[config.mk]
export PLATFORM = sky130hd
export DESIGN_NAME = rv_core_top
export DESIGN_NICKNAME = d
export VERILOG_FILES = /design/src/hw/rv_pkg.sv /design/src/hw/inst_decoder.sv /design/src/hw/reg_file.sv /design/src/hw/alu_unit.sv /design/src/hw/exu_pc.sv /design/src/hw/lsu.sv /design/src/hw/rv_core_top.sv
export SDC_FILE = /design/constraint.sdc
export NUM_CORES = 2
export LEC_CHECK = 0
export BUFFER_PORTS_ARGS = -buffer_cell sky130_fd_sc_hd__buf_4
export CAP_MARGIN = 20
export CELL_PAD_IN_SITES_DETAIL_PLACEMENT = 1
export CELL_PAD_IN_SITES_GLOBAL_PLACEMENT = 1
export CORE_AREA = 2 2 381 383
export CTS_BUF_LIST = sky130_fd_sc_hd__clkbuf_4 sky130_fd_sc_hd__clkbuf_8
export CTS_CLUSTER_DIAMETER = 200
export DETAILED_ROUTE_END_ITERATION = 10
export DIE_AREA = 0 0 383 385
export MAX_ROUTING_LAYER = met4
export PLACE_DENSITY_LB_ADDON = 0.05
export REMOVE_ABC_BUFFERS = 1
export SLEW_MARGIN = 0
export SYNTH_ARGS = -nofsm -noshare
export SYNTH_HDL_FRONTEND = slang
export SYNTH_HIERARCHICAL = 1
export SYNTH_SLANG_ARGS = --single-unit
[constraint.sdc]
create_clock -name clk -period 14.32 [get_ports clk]
set_input_delay 2.864 -clock clk [delete_from_list [all_inputs] [get_ports clk]]
set_output_delay 2.864 -clock clk [all_outputs]
set_load 0.005 [all_outputs]
[src/hw/rv_pkg.sv]
`default_nettype none

package rv_pkg;

    localparam int isa_width = 32;

    // ========================================================================
    // Encoding constants
    // ========================================================================
    localparam logic [6:0] opc_auipc  = 7'b0010111;
    localparam logic [6:0] opc_jal    = 7'b1101111;
    localparam logic [6:0] opc_jalr   = 7'b1100111;
    localparam logic [6:0] opc_branch = 7'b1100011;
    localparam logic [6:0] opc_load   = 7'b0000011;
    localparam logic [6:0] opc_store  = 7'b0100011;
    localparam logic [6:0] opc_op_imm = 7'b0010011;
    localparam logic [6:0] opc_op     = 7'b0110011;
    localparam logic [6:0] opc_system = 7'b1110011;

    localparam logic [2:0] f3_beq  = 3'b000;
    localparam logic [2:0] f3_bne  = 3'b001;
    localparam logic [2:0] f3_word = 3'b010;  // lw, sw
    localparam logic [2:0] f3_half = 3'b001;  // sh
    localparam logic [2:0] f3_add  = 3'b000;  // add, sub, addi, jalr
    localparam logic [2:0] f3_sltu = 3'b011;
    localparam logic [2:0] f3_xor  = 3'b100;
    localparam logic [2:0] f3_or   = 3'b110;
    localparam logic [2:0] f3_sr   = 3'b101;

    localparam logic [6:0] f7_base = 7'b0000000;
    localparam logic [6:0] f7_alt  = 7'b0100000;  // sub, srai

    localparam logic [31:0] ebreak_word = 32'h0010_0073;

    // ========================================================================
    // Instruction identity
    // ========================================================================
    typedef enum logic [4:0] {
        inst_invalid, inst_auipc, inst_jal, inst_jalr, inst_beq, inst_bne,
        inst_lw, inst_sh, inst_sw, inst_addi, inst_sltiu, inst_srai,
        inst_add, inst_sub, inst_sltu, inst_xor, inst_or, inst_ebreak
    } inst_num_e;

    typedef enum logic [2:0] {
        type_r, type_i, type_s, type_b, type_u, type_j, type_n
    } inst_type_e;

    typedef enum logic [1:0] {
        wb_alu, wb_mem, wb_pc4, wb_imm_pc
    } wb_sel_e;

    // Format views of one instruction word
    typedef struct packed {
        logic [6:0] funct7;
        logic [4:0] rs2;
        logic [4:0] rs1;
        logic [2:0] funct3;
        logic [4:0] rd;
        logic [6:0] opcode;
    } r_fmt_t;

    typedef struct packed {
        logic [11:0] imm_11_0;
        logic [4:0]  rs1;
        logic [2:0]  funct3;
        logic [4:0]  rd;
        logic [6:0]  opcode;
    } i_fmt_t;

    typedef struct packed {
        logic [6:0] imm_11_5;
        logic [4:0] rs2;
        logic [4:0] rs1;
        logic [2:0] funct3;
        logic [4:0] imm_4_0;
        logic [6:0] opcode;
    } s_fmt_t;

    typedef struct packed {
        logic       imm_12;
        logic [5:0] imm_10_5;
        logic [4:0] rs2;
        logic [4:0] rs1;
        logic [2:0] funct3;
        logic [3:0] imm_4_1;
        logic       imm_11;
        logic [6:0] opcode;
    } b_fmt_t;

    typedef struct packed {
        logic [19:0] imm_31_12;
        logic [4:0]  rd;
        logic [6:0]  opcode;
    } u_fmt_t;

    typedef struct packed {
        logic       imm_20;
        logic [9:0] imm_10_1;
        logic       imm_11;
        logic [7:0] imm_19_12;
        logic [4:0] rd;
        logic [6:0] opcode;
    } j_fmt_t;

    typedef union packed {
        r_fmt_t r_fmt;
        i_fmt_t i_fmt;
        s_fmt_t s_fmt;
        b_fmt_t b_fmt;
        u_fmt_t u_fmt;
        j_fmt_t j_fmt;
    } inst_word_u;

    // ========================================================================
    // Core records
    // ========================================================================
    typedef struct packed {
        inst_num_e             inst_num;
        inst_type_e            inst_type;
        logic [4:0]            rs1;
        logic [4:0]            rs2;
        logic [4:0]            rd;
        logic [isa_width-1:0]  imm;
        logic                  reg_we;
        logic                  alu_src_imm;
        logic                  mem_re;
        logic                  mem_we;
        wb_sel_e               wb_sel;
    } decode_t;

    typedef struct packed {
        logic                 valid;
        logic [isa_width-1:0] pc;
        logic                 rd_we;
        logic [4:0]           rd;
        logic [isa_width-1:0] rd_data;
    } commit_t;

    typedef struct packed {
        logic [isa_width-1:0] addr;
        logic                 we;
        logic [3:0]           be;
        logic [isa_width-1:0] wdata;
    } dmem_req_t;

endpackage

`default_nettype wire

[src/hw/inst_decoder.sv]
`default_nettype none

module inst_decoder (
    input  rv_pkg::inst_word_u inst,
    output rv_pkg::decode_t    dec
);

    rv_pkg::inst_num_e  num;
    rv_pkg::inst_type_e fmt;
    logic [6:0]         opcode;
    logic [2:0]         funct3;
    logic [6:0]         funct7;

    assign opcode = inst.r_fmt.opcode;
    assign funct3 = inst.r_fmt.funct3;
    assign funct7 = inst.r_fmt.funct7;

    always_comb begin : match_inst
        num = rv_pkg::inst_invalid;
        case (opcode)
            rv_pkg::opc_auipc: num = rv_pkg::inst_auipc;
            rv_pkg::opc_jal:   num = rv_pkg::inst_jal;
            rv_pkg::opc_jalr: begin
                if (funct3 == rv_pkg::f3_add) num = rv_pkg::inst_jalr;
            end
            rv_pkg::opc_branch: begin
                if (funct3 == rv_pkg::f3_beq) num = rv_pkg::inst_beq;
                if (funct3 == rv_pkg::f3_bne) num = rv_pkg::inst_bne;
            end
            rv_pkg::opc_load: begin
                if (funct3 == rv_pkg::f3_word) num = rv_pkg::inst_lw;
            end
            rv_pkg::opc_store: begin
                if (funct3 == rv_pkg::f3_half) num = rv_pkg::inst_sh;
                if (funct3 == rv_pkg::f3_word) num = rv_pkg::inst_sw;
            end
            rv_pkg::opc_op_imm: begin
                if (funct3 == rv_pkg::f3_add)  num = rv_pkg::inst_addi;
                if (funct3 == rv_pkg::f3_sltu) num = rv_pkg::inst_sltiu;
                if (funct3 == rv_pkg::f3_sr && funct7 == rv_pkg::f7_alt) begin
                    num = rv_pkg::inst_srai;
                end
            end
            rv_pkg::opc_op: begin
                case ({funct7, funct3})
                    {rv_pkg::f7_base, rv_pkg::f3_add}:  num = rv_pkg::inst_add;
                    {rv_pkg::f7_alt,  rv_pkg::f3_add}:  num = rv_pkg::inst_sub;
                    {rv_pkg::f7_base, rv_pkg::f3_sltu}: num = rv_pkg::inst_sltu;
                    {rv_pkg::f7_base, rv_pkg::f3_xor}:  num = rv_pkg::inst_xor;
                    {rv_pkg::f7_base, rv_pkg::f3_or}:   num = rv_pkg::inst_or;
                    default: ;
                endcase
            end
            rv_pkg::opc_system: begin
                if (inst == rv_pkg::ebreak_word) num = rv_pkg::inst_ebreak;
            end
            default: ;
        endcase
    end

    always_comb begin : match_type
        case (num)
            rv_pkg::inst_add, rv_pkg::inst_sub, rv_pkg::inst_sltu,
            rv_pkg::inst_xor, rv_pkg::inst_or:                 fmt = rv_pkg::type_r;
            rv_pkg::inst_jalr, rv_pkg::inst_lw, rv_pkg::inst_addi,
            rv_pkg::inst_sltiu, rv_pkg::inst_srai:             fmt = rv_pkg::type_i;
            rv_pkg::inst_sh, rv_pkg::inst_sw:                  fmt = rv_pkg::type_s;
            rv_pkg::inst_beq, rv_pkg::inst_bne:                fmt = rv_pkg::type_b;
            rv_pkg::inst_auipc:                                fmt = rv_pkg::type_u;
            rv_pkg::inst_jal:                                  fmt = rv_pkg::type_j;
            default:                                           fmt = rv_pkg::type_n;
        endcase
    end

    always_comb begin : build_dec
        dec           = '0;
        dec.inst_num  = num;
        dec.inst_type = fmt;
        dec.rs1       = inst.r_fmt.rs1;
        dec.rs2       = inst.r_fmt.rs2;
        dec.rd        = inst.r_fmt.rd;

        // Sign-extended immediate per format
        case (fmt)
            rv_pkg::type_i: dec.imm = {{20{inst.i_fmt.imm_11_0[11]}}, inst.i_fmt.imm_11_0};
            rv_pkg::type_s: dec.imm = {{20{inst.s_fmt.imm_11_5[6]}}, inst.s_fmt.imm_11_5,
                                       inst.s_fmt.imm_4_0};
            rv_pkg::type_b: dec.imm = {{20{inst.b_fmt.imm_12}}, inst.b_fmt.imm_11,
                                       inst.b_fmt.imm_10_5, inst.b_fmt.imm_4_1, 1'b0};
            rv_pkg::type_u: dec.imm = {inst.u_fmt.imm_31_12, 12'b0};
            rv_pkg::type_j: dec.imm = {{12{inst.j_fmt.imm_20}}, inst.j_fmt.imm_19_12,
                                       inst.j_fmt.imm_11, inst.j_fmt.imm_10_1, 1'b0};
            default:        dec.imm = '0;
        endcase

        dec.reg_we = (fmt == rv_pkg::type_r) || (fmt == rv_pkg::type_i) ||
                     (fmt == rv_pkg::type_u) || (fmt == rv_pkg::type_j);
        dec.alu_src_imm = (num == rv_pkg::inst_addi) || (num == rv_pkg::inst_sltiu) ||
                          (num == rv_pkg::inst_srai);
        dec.mem_re = (num == rv_pkg::inst_lw);
        dec.mem_we = (num == rv_pkg::inst_sh) || (num == rv_pkg::inst_sw);

        case (num)
            rv_pkg::inst_lw:                     dec.wb_sel = rv_pkg::wb_mem;
            rv_pkg::inst_jal, rv_pkg::inst_jalr: dec.wb_sel = rv_pkg::wb_pc4;
            rv_pkg::inst_auipc:                  dec.wb_sel = rv_pkg::wb_imm_pc;
            default:                             dec.wb_sel = rv_pkg::wb_alu;
        endcase
    end

endmodule

`default_nettype wire

[src/hw/reg_file.sv]
`default_nettype none

module reg_file (
    input  logic        clk,
    input  logic        arst_n,
    input  logic [4:0]  rs1,
    input  logic [4:0]  rs2,
    input  logic [4:0]  rd,
    input  logic        we,
    input  logic [31:0] wdata,
    output logic [31:0] rdata1,
    output logic [31:0] rdata2
);

    logic [31:0] regs [1:31];  // x0 has no storage

    always_ff @(posedge clk or negedge arst_n) begin : write_port
        if (!arst_n) begin
            for (int i = 1; i < 32; i++) begin
                regs[i] <= '0;
            end
        end else if (we && rd != 5'd0) begin
            regs[rd] <= wdata;
        end
    end

    // Combinational reads, x0 fixed at zero
    assign rdata1 = (rs1 == 5'd0) ? 32'd0 : regs[rs1];
    assign rdata2 = (rs2 == 5'd0) ? 32'd0 : regs[rs2];

endmodule

`default_nettype wire

[src/hw/alu_unit.sv]
`default_nettype none

module alu_unit (
    input  rv_pkg::inst_num_e                inst_num,
    input  logic [rv_pkg::isa_width-1:0]     op_a,
    input  logic [rv_pkg::isa_width-1:0]     op_b,
    output logic [rv_pkg::isa_width-1:0]     result
);

    logic [rv_pkg::isa_width-1:0] sum;
    logic [rv_pkg::isa_width-1:0] diff;
    logic [rv_pkg::isa_width-1:0] shift_ra;
    logic                         less_u;
    logic                         equal;

    assign sum      = op_a + op_b;
    assign diff     = op_a - op_b;
    assign shift_ra = $signed(op_a) >>> op_b[4:0];  // Only shamt bits count
    assign less_u   = (op_a < op_b);
    assign equal    = (op_a == op_b);

    always_comb begin : select_result
        case (inst_num)
            rv_pkg::inst_add,
            rv_pkg::inst_addi:  result = sum;
            rv_pkg::inst_sub:   result = diff;
            rv_pkg::inst_sltu,
            rv_pkg::inst_sltiu: result = {31'd0, less_u};
            rv_pkg::inst_xor:   result = op_a ^ op_b;
            rv_pkg::inst_or:    result = op_a | op_b;
            rv_pkg::inst_srai:  result = shift_ra;
            // Branch condition in bit 0 for the PC unit
            rv_pkg::inst_beq:   result = {31'd0, equal};
            rv_pkg::inst_bne:   result = {31'd0, ~equal};
            default:            result = sum;
        endcase
    end

endmodule

`default_nettype wire

[src/hw/exu_pc.sv]
`default_nettype none

module exu_pc (
    input  rv_pkg::inst_num_e            inst_num,
    input  rv_pkg::inst_type_e           inst_type,
    input  logic [rv_pkg::isa_width-1:0] imm,
    input  logic [rv_pkg::isa_width-1:0] pc,
    input  logic [rv_pkg::isa_width-1:0] src1,
    input  logic [rv_pkg::isa_width-1:0] alu_result,
    output logic [rv_pkg::isa_width-1:0] pc_next,
    output logic                         pc_w_en
);

    logic [rv_pkg::isa_width-1:0] adder_a;
    logic [rv_pkg::isa_width-1:0] adder_b;
    logic [rv_pkg::isa_width-1:0] adder_sum;
    logic                         branch_taken;
    logic                         is_jalr;

    assign branch_taken = alu_result[0];
    assign is_jalr      = (inst_num == rv_pkg::inst_jalr);

    // Default is sequential flow, pc + 4
    always_comb begin : adder_operands
        adder_a = pc;
        adder_b = 32'd4;
        case (inst_num)
            rv_pkg::inst_jal: adder_b = imm;
            rv_pkg::inst_jalr: begin
                adder_a = src1;
                adder_b = imm;
            end
            rv_pkg::inst_beq, rv_pkg::inst_bne: begin
                if (branch_taken) begin
                    adder_b = imm;
                end
            end
            default: ;
        endcase
    end

    assign adder_sum = adder_a + adder_b;
    assign pc_next   = {adder_sum[rv_pkg::isa_width-1:1], adder_sum[0] & ~is_jalr};

    // ebreak and unknown words hold the PC
    assign pc_w_en = (inst_type != rv_pkg::type_n);

endmodule

`default_nettype wire

[src/hw/lsu.sv]
`default_nettype none

module lsu (
    input  rv_pkg::decode_t              dec,
    input  logic [rv_pkg::isa_width-1:0] src1,
    input  logic [rv_pkg::isa_width-1:0] src2,
    input  logic [rv_pkg::isa_width-1:0] rdata,
    output rv_pkg::dmem_req_t            req,
    output logic [rv_pkg::isa_width-1:0] load_data
);

    logic [rv_pkg::isa_width-1:0] addr;
    logic                         is_half;

    assign addr    = src1 + dec.imm;
    assign is_half = (dec.inst_num == rv_pkg::inst_sh);

    always_comb begin : build_req
        req.addr = addr;
        req.we   = dec.mem_we;
        if (!dec.mem_we) begin
            req.be = 4'b0000;
        end else if (is_half) begin
            req.be = addr[1] ? 4'b1100 : 4'b0011;  // Upper or lower halfword
        end else begin
            req.be = 4'b1111;
        end
        // Halfword appears in both lanes, byte enables pick one
        if (is_half) begin
            req.wdata = {2{src2[15:0]}};
        end else begin
            req.wdata = src2;
        end
    end

    assign load_data = dec.mem_re ? rdata : '0;  // lw only, full word

endmodule

`default_nettype wire

[src/hw/rv_core_top.sv]
`default_nettype none

module rv_core_top #(
    parameter logic [rv_pkg::isa_width-1:0] reset_pc = '0
) (
    input  logic                         clk,
    input  logic                         arst_n,
    output logic [rv_pkg::isa_width-1:0] imem_addr,
    input  logic [rv_pkg::isa_width-1:0] imem_data,
    output rv_pkg::dmem_req_t            dmem_req,
    input  logic [rv_pkg::isa_width-1:0] dmem_rdata,
    output rv_pkg::commit_t              commit,
    output logic                         halted
);

    logic [rv_pkg::isa_width-1:0] pc;
    logic [rv_pkg::isa_width-1:0] pc_next;
    logic                         pc_w_en;
    rv_pkg::inst_word_u           inst_word;
    rv_pkg::decode_t              dec;
    logic [rv_pkg::isa_width-1:0] src1;
    logic [rv_pkg::isa_width-1:0] src2;
    logic [rv_pkg::isa_width-1:0] alu_b;
    logic [rv_pkg::isa_width-1:0] alu_result;
    rv_pkg::dmem_req_t            lsu_req;
    logic [rv_pkg::isa_width-1:0] load_data;
    logic [rv_pkg::isa_width-1:0] wb_data;
    logic                         core_active;

    // ========================================================================
    // PC and halt state
    // ========================================================================
    always_ff @(posedge clk or negedge arst_n) begin : pc_reg
        if (!arst_n) begin
            pc     <= reset_pc;
            halted <= 1'b0;
        end else if (!halted) begin
            if (pc_w_en) begin
                pc <= pc_next;
            end
            if (dec.inst_type == rv_pkg::type_n) begin
                halted <= 1'b1;  // Sticky until reset
            end
        end
    end

    assign core_active = arst_n & ~halted;
    assign imem_addr   = pc;
    assign inst_word   = imem_data;

    // ========================================================================
    // Datapath
    // ========================================================================
    inst_decoder decoder_i (.inst(inst_word), .dec(dec));

    reg_file reg_file_i (
        .clk   (clk),
        .arst_n(arst_n),
        .rs1   (dec.rs1),
        .rs2   (dec.rs2),
        .rd    (dec.rd),
        .we    (dec.reg_we & core_active),
        .wdata (wb_data),
        .rdata1(src1),
        .rdata2(src2)
    );

    assign alu_b = dec.alu_src_imm ? dec.imm : src2;

    alu_unit alu_i (.inst_num(dec.inst_num), .op_a(src1), .op_b(alu_b), .result(alu_result));

    exu_pc exu_pc_i (
        .inst_num  (dec.inst_num),
        .inst_type (dec.inst_type),
        .imm       (dec.imm),
        .pc        (pc),
        .src1      (src1),
        .alu_result(alu_result),
        .pc_next   (pc_next),
        .pc_w_en   (pc_w_en)
    );

    lsu lsu_i (
        .dec      (dec),
        .src1     (src1),
        .src2     (src2),
        .rdata    (dmem_rdata),
        .req      (lsu_req),
        .load_data(load_data)
    );

    always_comb begin : writeback_mux
        case (dec.wb_sel)
            rv_pkg::wb_mem:    wb_data = load_data;
            rv_pkg::wb_pc4:    wb_data = pc + 32'd4;  // Link address
            rv_pkg::wb_imm_pc: wb_data = pc + dec.imm;
            default:           wb_data = alu_result;
        endcase
    end

    always_comb begin : outputs
        dmem_req    = lsu_req;
        dmem_req.we = lsu_req.we & core_active;

        commit.valid   = core_active;
        commit.pc      = pc;
        commit.rd_we   = dec.reg_we & core_active;
        commit.rd      = dec.rd;
        commit.rd_data = wb_data;
    end

endmodule

`default_nettype wire

# After elaboration in Yosys (flattened, before gate mapping)
# Memory sizes are Yosys's and may differ from the RTL's.
# Cells that the tools add are included.
# totals
ff_bits	1025
rom_bits	96
in_bits	66
wordCells	160
n_memories	1
# mem_list
memory	words	word_bits	rd	rd_clocked_by_memory_dff	write_ports	line_no	text
(no name shown)	32	3	1	0	0	inst_decoder.sv:62	case (num)
# classes
add_sub_neg	6
order_cmp	5
eq_ne	45
shift	1
mux	38
bitwise	12
reduce_logical	19
# op_table
cell	n
$bwmux W992	1
$mux W32	12
$bmux W32 S5	2
$pmux W32 S7	1
$demux W32 S5	1
$pmux W32 S5	1
$add A32 B32 Y32	4
$pmux W32 S3	1
$pmux W32 S2	1
$pmux W5 S9	1
$eq A5 B4 Y1 const B	7
$add A32 B3 Y32 const B	1
$eq A32 B21 Y1 const B	1
$eq A32 B32 Y1	1
$lt A32 B32 Y1	1
$or A32 B32 Y32	1
$sshr A32 B5 Y32	1
$sub A32 B32 Y32	1
$xor A32 B32 Y32	1
$eq A7 B7 Y1 const B	4
$mux W4	7
$pmux W5 S5	1
$eq A7 B6 Y1 const B	3
$eq A10 B3 Y1 const B	2
32 further kinds	69

# Depth between registers and ports, before layout
# depth
ltp_word	16
ltp_mapped	39
ltp_nobuf	34

# Cells and area by module
# Netlist, hierarchy kept.
# by_module_without_submodules
module	instances	cells_each	area_per_inst_um2	seq_area_each_um2
reg_file	1	3774	53602.7	24823.8
alu_unit	1	1038	7075.5	0.0
rv_core_top	1	550	4808.4	825.8
exu_pc	1	354	2536.2	0.0
lsu	1	279	2068.2	0.0
inst_decoder	1	162	1146.1	0.0

# Worst setup path after synthesis
# Ideal clock, no wire load.
# synth_path
path_type	input to output
startpoint	input port imem_data[25] (netlist name)
endpoint	output port commit[0] (netlist name)
arrival_ns	8.678
required_time_ns	11.456
slack_ns	2.778
cell_stages	25
n_path_buf	5
path_cell_list	or4_4 -> or3_4 -> nor3_4 -> nand4b_4 -> mux2_4 -> and2_4 -> buf_6 -> a22o_1 -> mux2_2 -> clkbuf_1 -> inv_1 -> clkbuf_1 -> clkbuf_1 -> ha_1 -> buf_6 -> nor3_1 -> o31ai_1 -> a21oi_2 -> a221oi_4 -> o2111ai_1 -> nand3_1 -> o31a_1 -> nor3_1 -> o21ai_0 -> mux4_2
# synth_lines
element	line_no	text
start, declared	rv_core_top.sv:9	input logic [rv_pkg::isa_width-1:0] imem_data,
end, declared	rv_core_top.sv:12	output rv_pkg::commit_t commit,

==> results_dict.tcl <==
set metrics [dict create \
    avgRoutedWirePerCell_um 36.1 \
    worst_setup_path_start_kind "input pin" \
    grt_setup_unrepaired "false" \
    synth.lib_cells_used.distinct 130 \
    drc 0 \
    cts_root_buffer "clkbuf_8" \
    global_route.overflow_total 0 \
    via_count 56400 \
    finalClockSkew_ps 85.2 \
    first_pass_grt_wire_length_um 427000 \
    multi_input_area_um2 42200 \
    yosysMostFrequentCell "mux2_2" \
    postCtsSetupBuffers 0 \
    post_cts.resized_instances 0 \
    synth_async_sr_flop_share_pct 100 \
    ios 239 \
    gp_congestion 1.04 \
    hold_viol 0 \
    worstSkewPairLatency_ps 950 \
    detailed_place_hpwl_um 196000 \
    grt_antenna_before_repair 21 \
    cts-buffers-inserted 181 \
    worstPathArrival_ps 10910 \
    type_of_the_most_critical_hold_path "reg2reg" \
    die-width_um 383 \
    timing.fmax_ghz 0.0726 \
    globalRouteMet2Util_pct 62.1 \
    tritoncts "yes" \
    drtIter0Drc 5307 \
    timing.critical_path.required_ps 11460 \
    route.final.wire_length_um 297000 \
    final_period_utilization_pct 96.2 \
    vdd_ir_drop_max_mv 0.0871 \
    sinks_on_clock_net 1025 \
    yosys_register_bits 1025 \
    detailedRoute.firstPassIterationCount 5 \
    fp-row-count 139 \
    reg2reg_setup_slack_ps 5570 \
    yosys.area.top_type_share_pct 36.0 \
    syn-mean-instance-area_um2 11.6 \
    cts_max_level 4 \
    criticalPathCategory "in2out" \
    timing_worst_slew_pin_value_ps 1290 \
    yosysTopAreaCell "dfrtp_1" \
    max_cap_violations 0 \
    syn-cell-area_um2 71200 \
    grt_pass1_vias 58200 \
    gr-max-usage-layer "met2" \
    fraction_of_final_layout_cells_sized_beyond_drive_strength_1_pct 39.3 \
    die-height_um 385 \
    yosys_warnings 6 \
    layout.nets 6445 \
    final-setup-viol-count 0 \
    total_leakage_power_nw 36.6 \
    hold_path_depth 1 \
    numPortBuffers 238 \
    worst-r2r-cell-count 31 \
    period_needed_ps 13770 \
    design_power_total_mw 7.04 \
    initial_core_util_pct 49.8 \
    final-seq-area_um2 25600 \
    fillCellCount 14800 \
    synthToLayoutAreaGrowth_pct 10.1 \
    path_clk_slew_ps 60 \
    cts-root-to-sink-buffers 3 \
    grt_use_total_pct 41.4 \
    crit_slowest_cell "or4b_2" \
    yosysSeqAreaShare_pct 36.0 \
    synth_edf_count 0 \
    timing.final.max_slew_violations 0 \
    netlist_instances 6157 \
    synth_commonest_cells "1151 x mux2_2, 1025 x dfrtp_1, 439 x mux4_2" \
    critical_path.max_stage_delay_ps 860 \
    grt_start_max_net_pins 163 \
    summed_negative_setup_slack_over_all_endpoints_ps 0 \
    ranking_of_synthesized_cells_by_area "dfrtp_1 36%, mux2_2 18%, mux4_2 14%" \
    max_slew_margin_pct 13.8 \
    post_drt_via_cell_ratio 6.84 \
    cts_hold_buffers 0 \
    run_status "completed" \
    synth_ff_type "dfrtp_1" \
    gr-usage-met3_pct 8.29 \
    floorplan.core_area_um2 143000 \
    end_kind "output pin" \
    floorplan.die_area_um2 147000 \
    crit_path_frequent_cell "a21oi_1" \
    power.density_cell_area_nw_per_um2 89.7 \
    crit_fanout 32 \
    ant_nets 0 \
    met1_track_usage_gr_pct 53.2 \
]
-- worst paths after layout --
kind / endpoint / from
worst max-delay path: commit[24] / imem_data[23]
worst min-delay path: reg_file_i/regs[100] / reg_file_i/regs[100]
worst max register to register: imem_addr[26] / reg_file_i/regs[260]
worst min register to register: reg_file_i/regs[100] / reg_file_i/regs[100]
max in group asynchronous: reg_file_i/regs[23] / arst_n
min in group asynchronous: imem_addr[24] / arst_n
-- cell families (layout without fill, tap and decap cells) --
family	Yosys count	in the layout	share of synthesized area, %
adders and majority gates	194	194	3.46
DFF	1025	1025	36.0
and+or+nand+nor	1192	1192	8.24
other	0	19	0
AOI/OAI and AO/OA	1071	1071	10.3
buffers and inverters	736	898	5.11
muxes	1818	1818	35.4
xor gates and xnor gates	121	121	1.49
-- routing by layer --
metal	routed length, µm	vias to the layer above
met1	122000	30000
met4	17100	0
met2	135000	2443
li1	-	23200
met5	0	-
met3	23300	732
-- final cells by class --
cell class	count	share of cell area, %
Sequential cell	1025	32.7
Clock inverter	33	0.656
Tap cell	1903	3.04
Inverter	139	0.669
Clock buffer	284	4.51
Antenna cell	19	0.0606
Multi-Input combinational cell	4396	53.9
Timing Repair Buffer	442	4.51
-- state kept, by name (all words and copies together), names as in the netlist --
name and flops:
halted 1, imem_addr 32, reg_file_i/regs 992
-- where the power goes --
group | total [mW] | switching [mW] | internal, mW
Clock | 3.08 | 1.36 | 1.71
Combinational | 1.06 | 0.753 | 0.306
Sequential | 2.90 | 0.00145 | 2.90
Total | 7.04 | 2.12 | 4.92
-- worst max-delay path, delay by kind of cell --
family	cells	cell delay [ps]
AO/OA/AOI/OAI	11	2840
adder cells (fa/ha/maj)	2	670
buffers and inverters	4	910
multiplexers	3	940
AND/OR/NAND/NOR	8	2580
-- metrics by stage --
stage | hold WS [ps] | setup slack [ps] | instance area (µm²) | util [%] | std cells
floorplan | 470 | 1190 | 68100 | - | 5560
global route | 529 | 311 | 78400 | 54.8 | 8234
global placement | 488 | 939 | 74300 | 51.9 | 7904
CTS | 515 | 845 | 78400 | 54.8 | 8222
detailed placement | 503 | 891 | 74300 | 51.9 | 7905
finish | 520 | 550 | 78400 | 54.8 | 8241
-- placed cells by master (no fill, tap or decap), types with 64 or more instances in the layout --
master,synthesis,routed
and2_1,88,87
a21oi_1,296,293
inv_1,135,135
mux2_2,1151,1151
mux2i_1,201,201
xnor2_1,76,76
o21ai_0,160,138
nand3_1,95,93
ha_1,189,189
clkbuf_8,9,225
a221oi_1,64,64
nor2_1,244,231
a21o_1,65,65
nor3_1,87,87
nor2b_1,89,83
nand2_1,385,370
o211ai_1,77,77
mux4_2,439,439
dfrtp_1,1025,1025
buf_4,106,421
(Power assumes the default switching activity.)
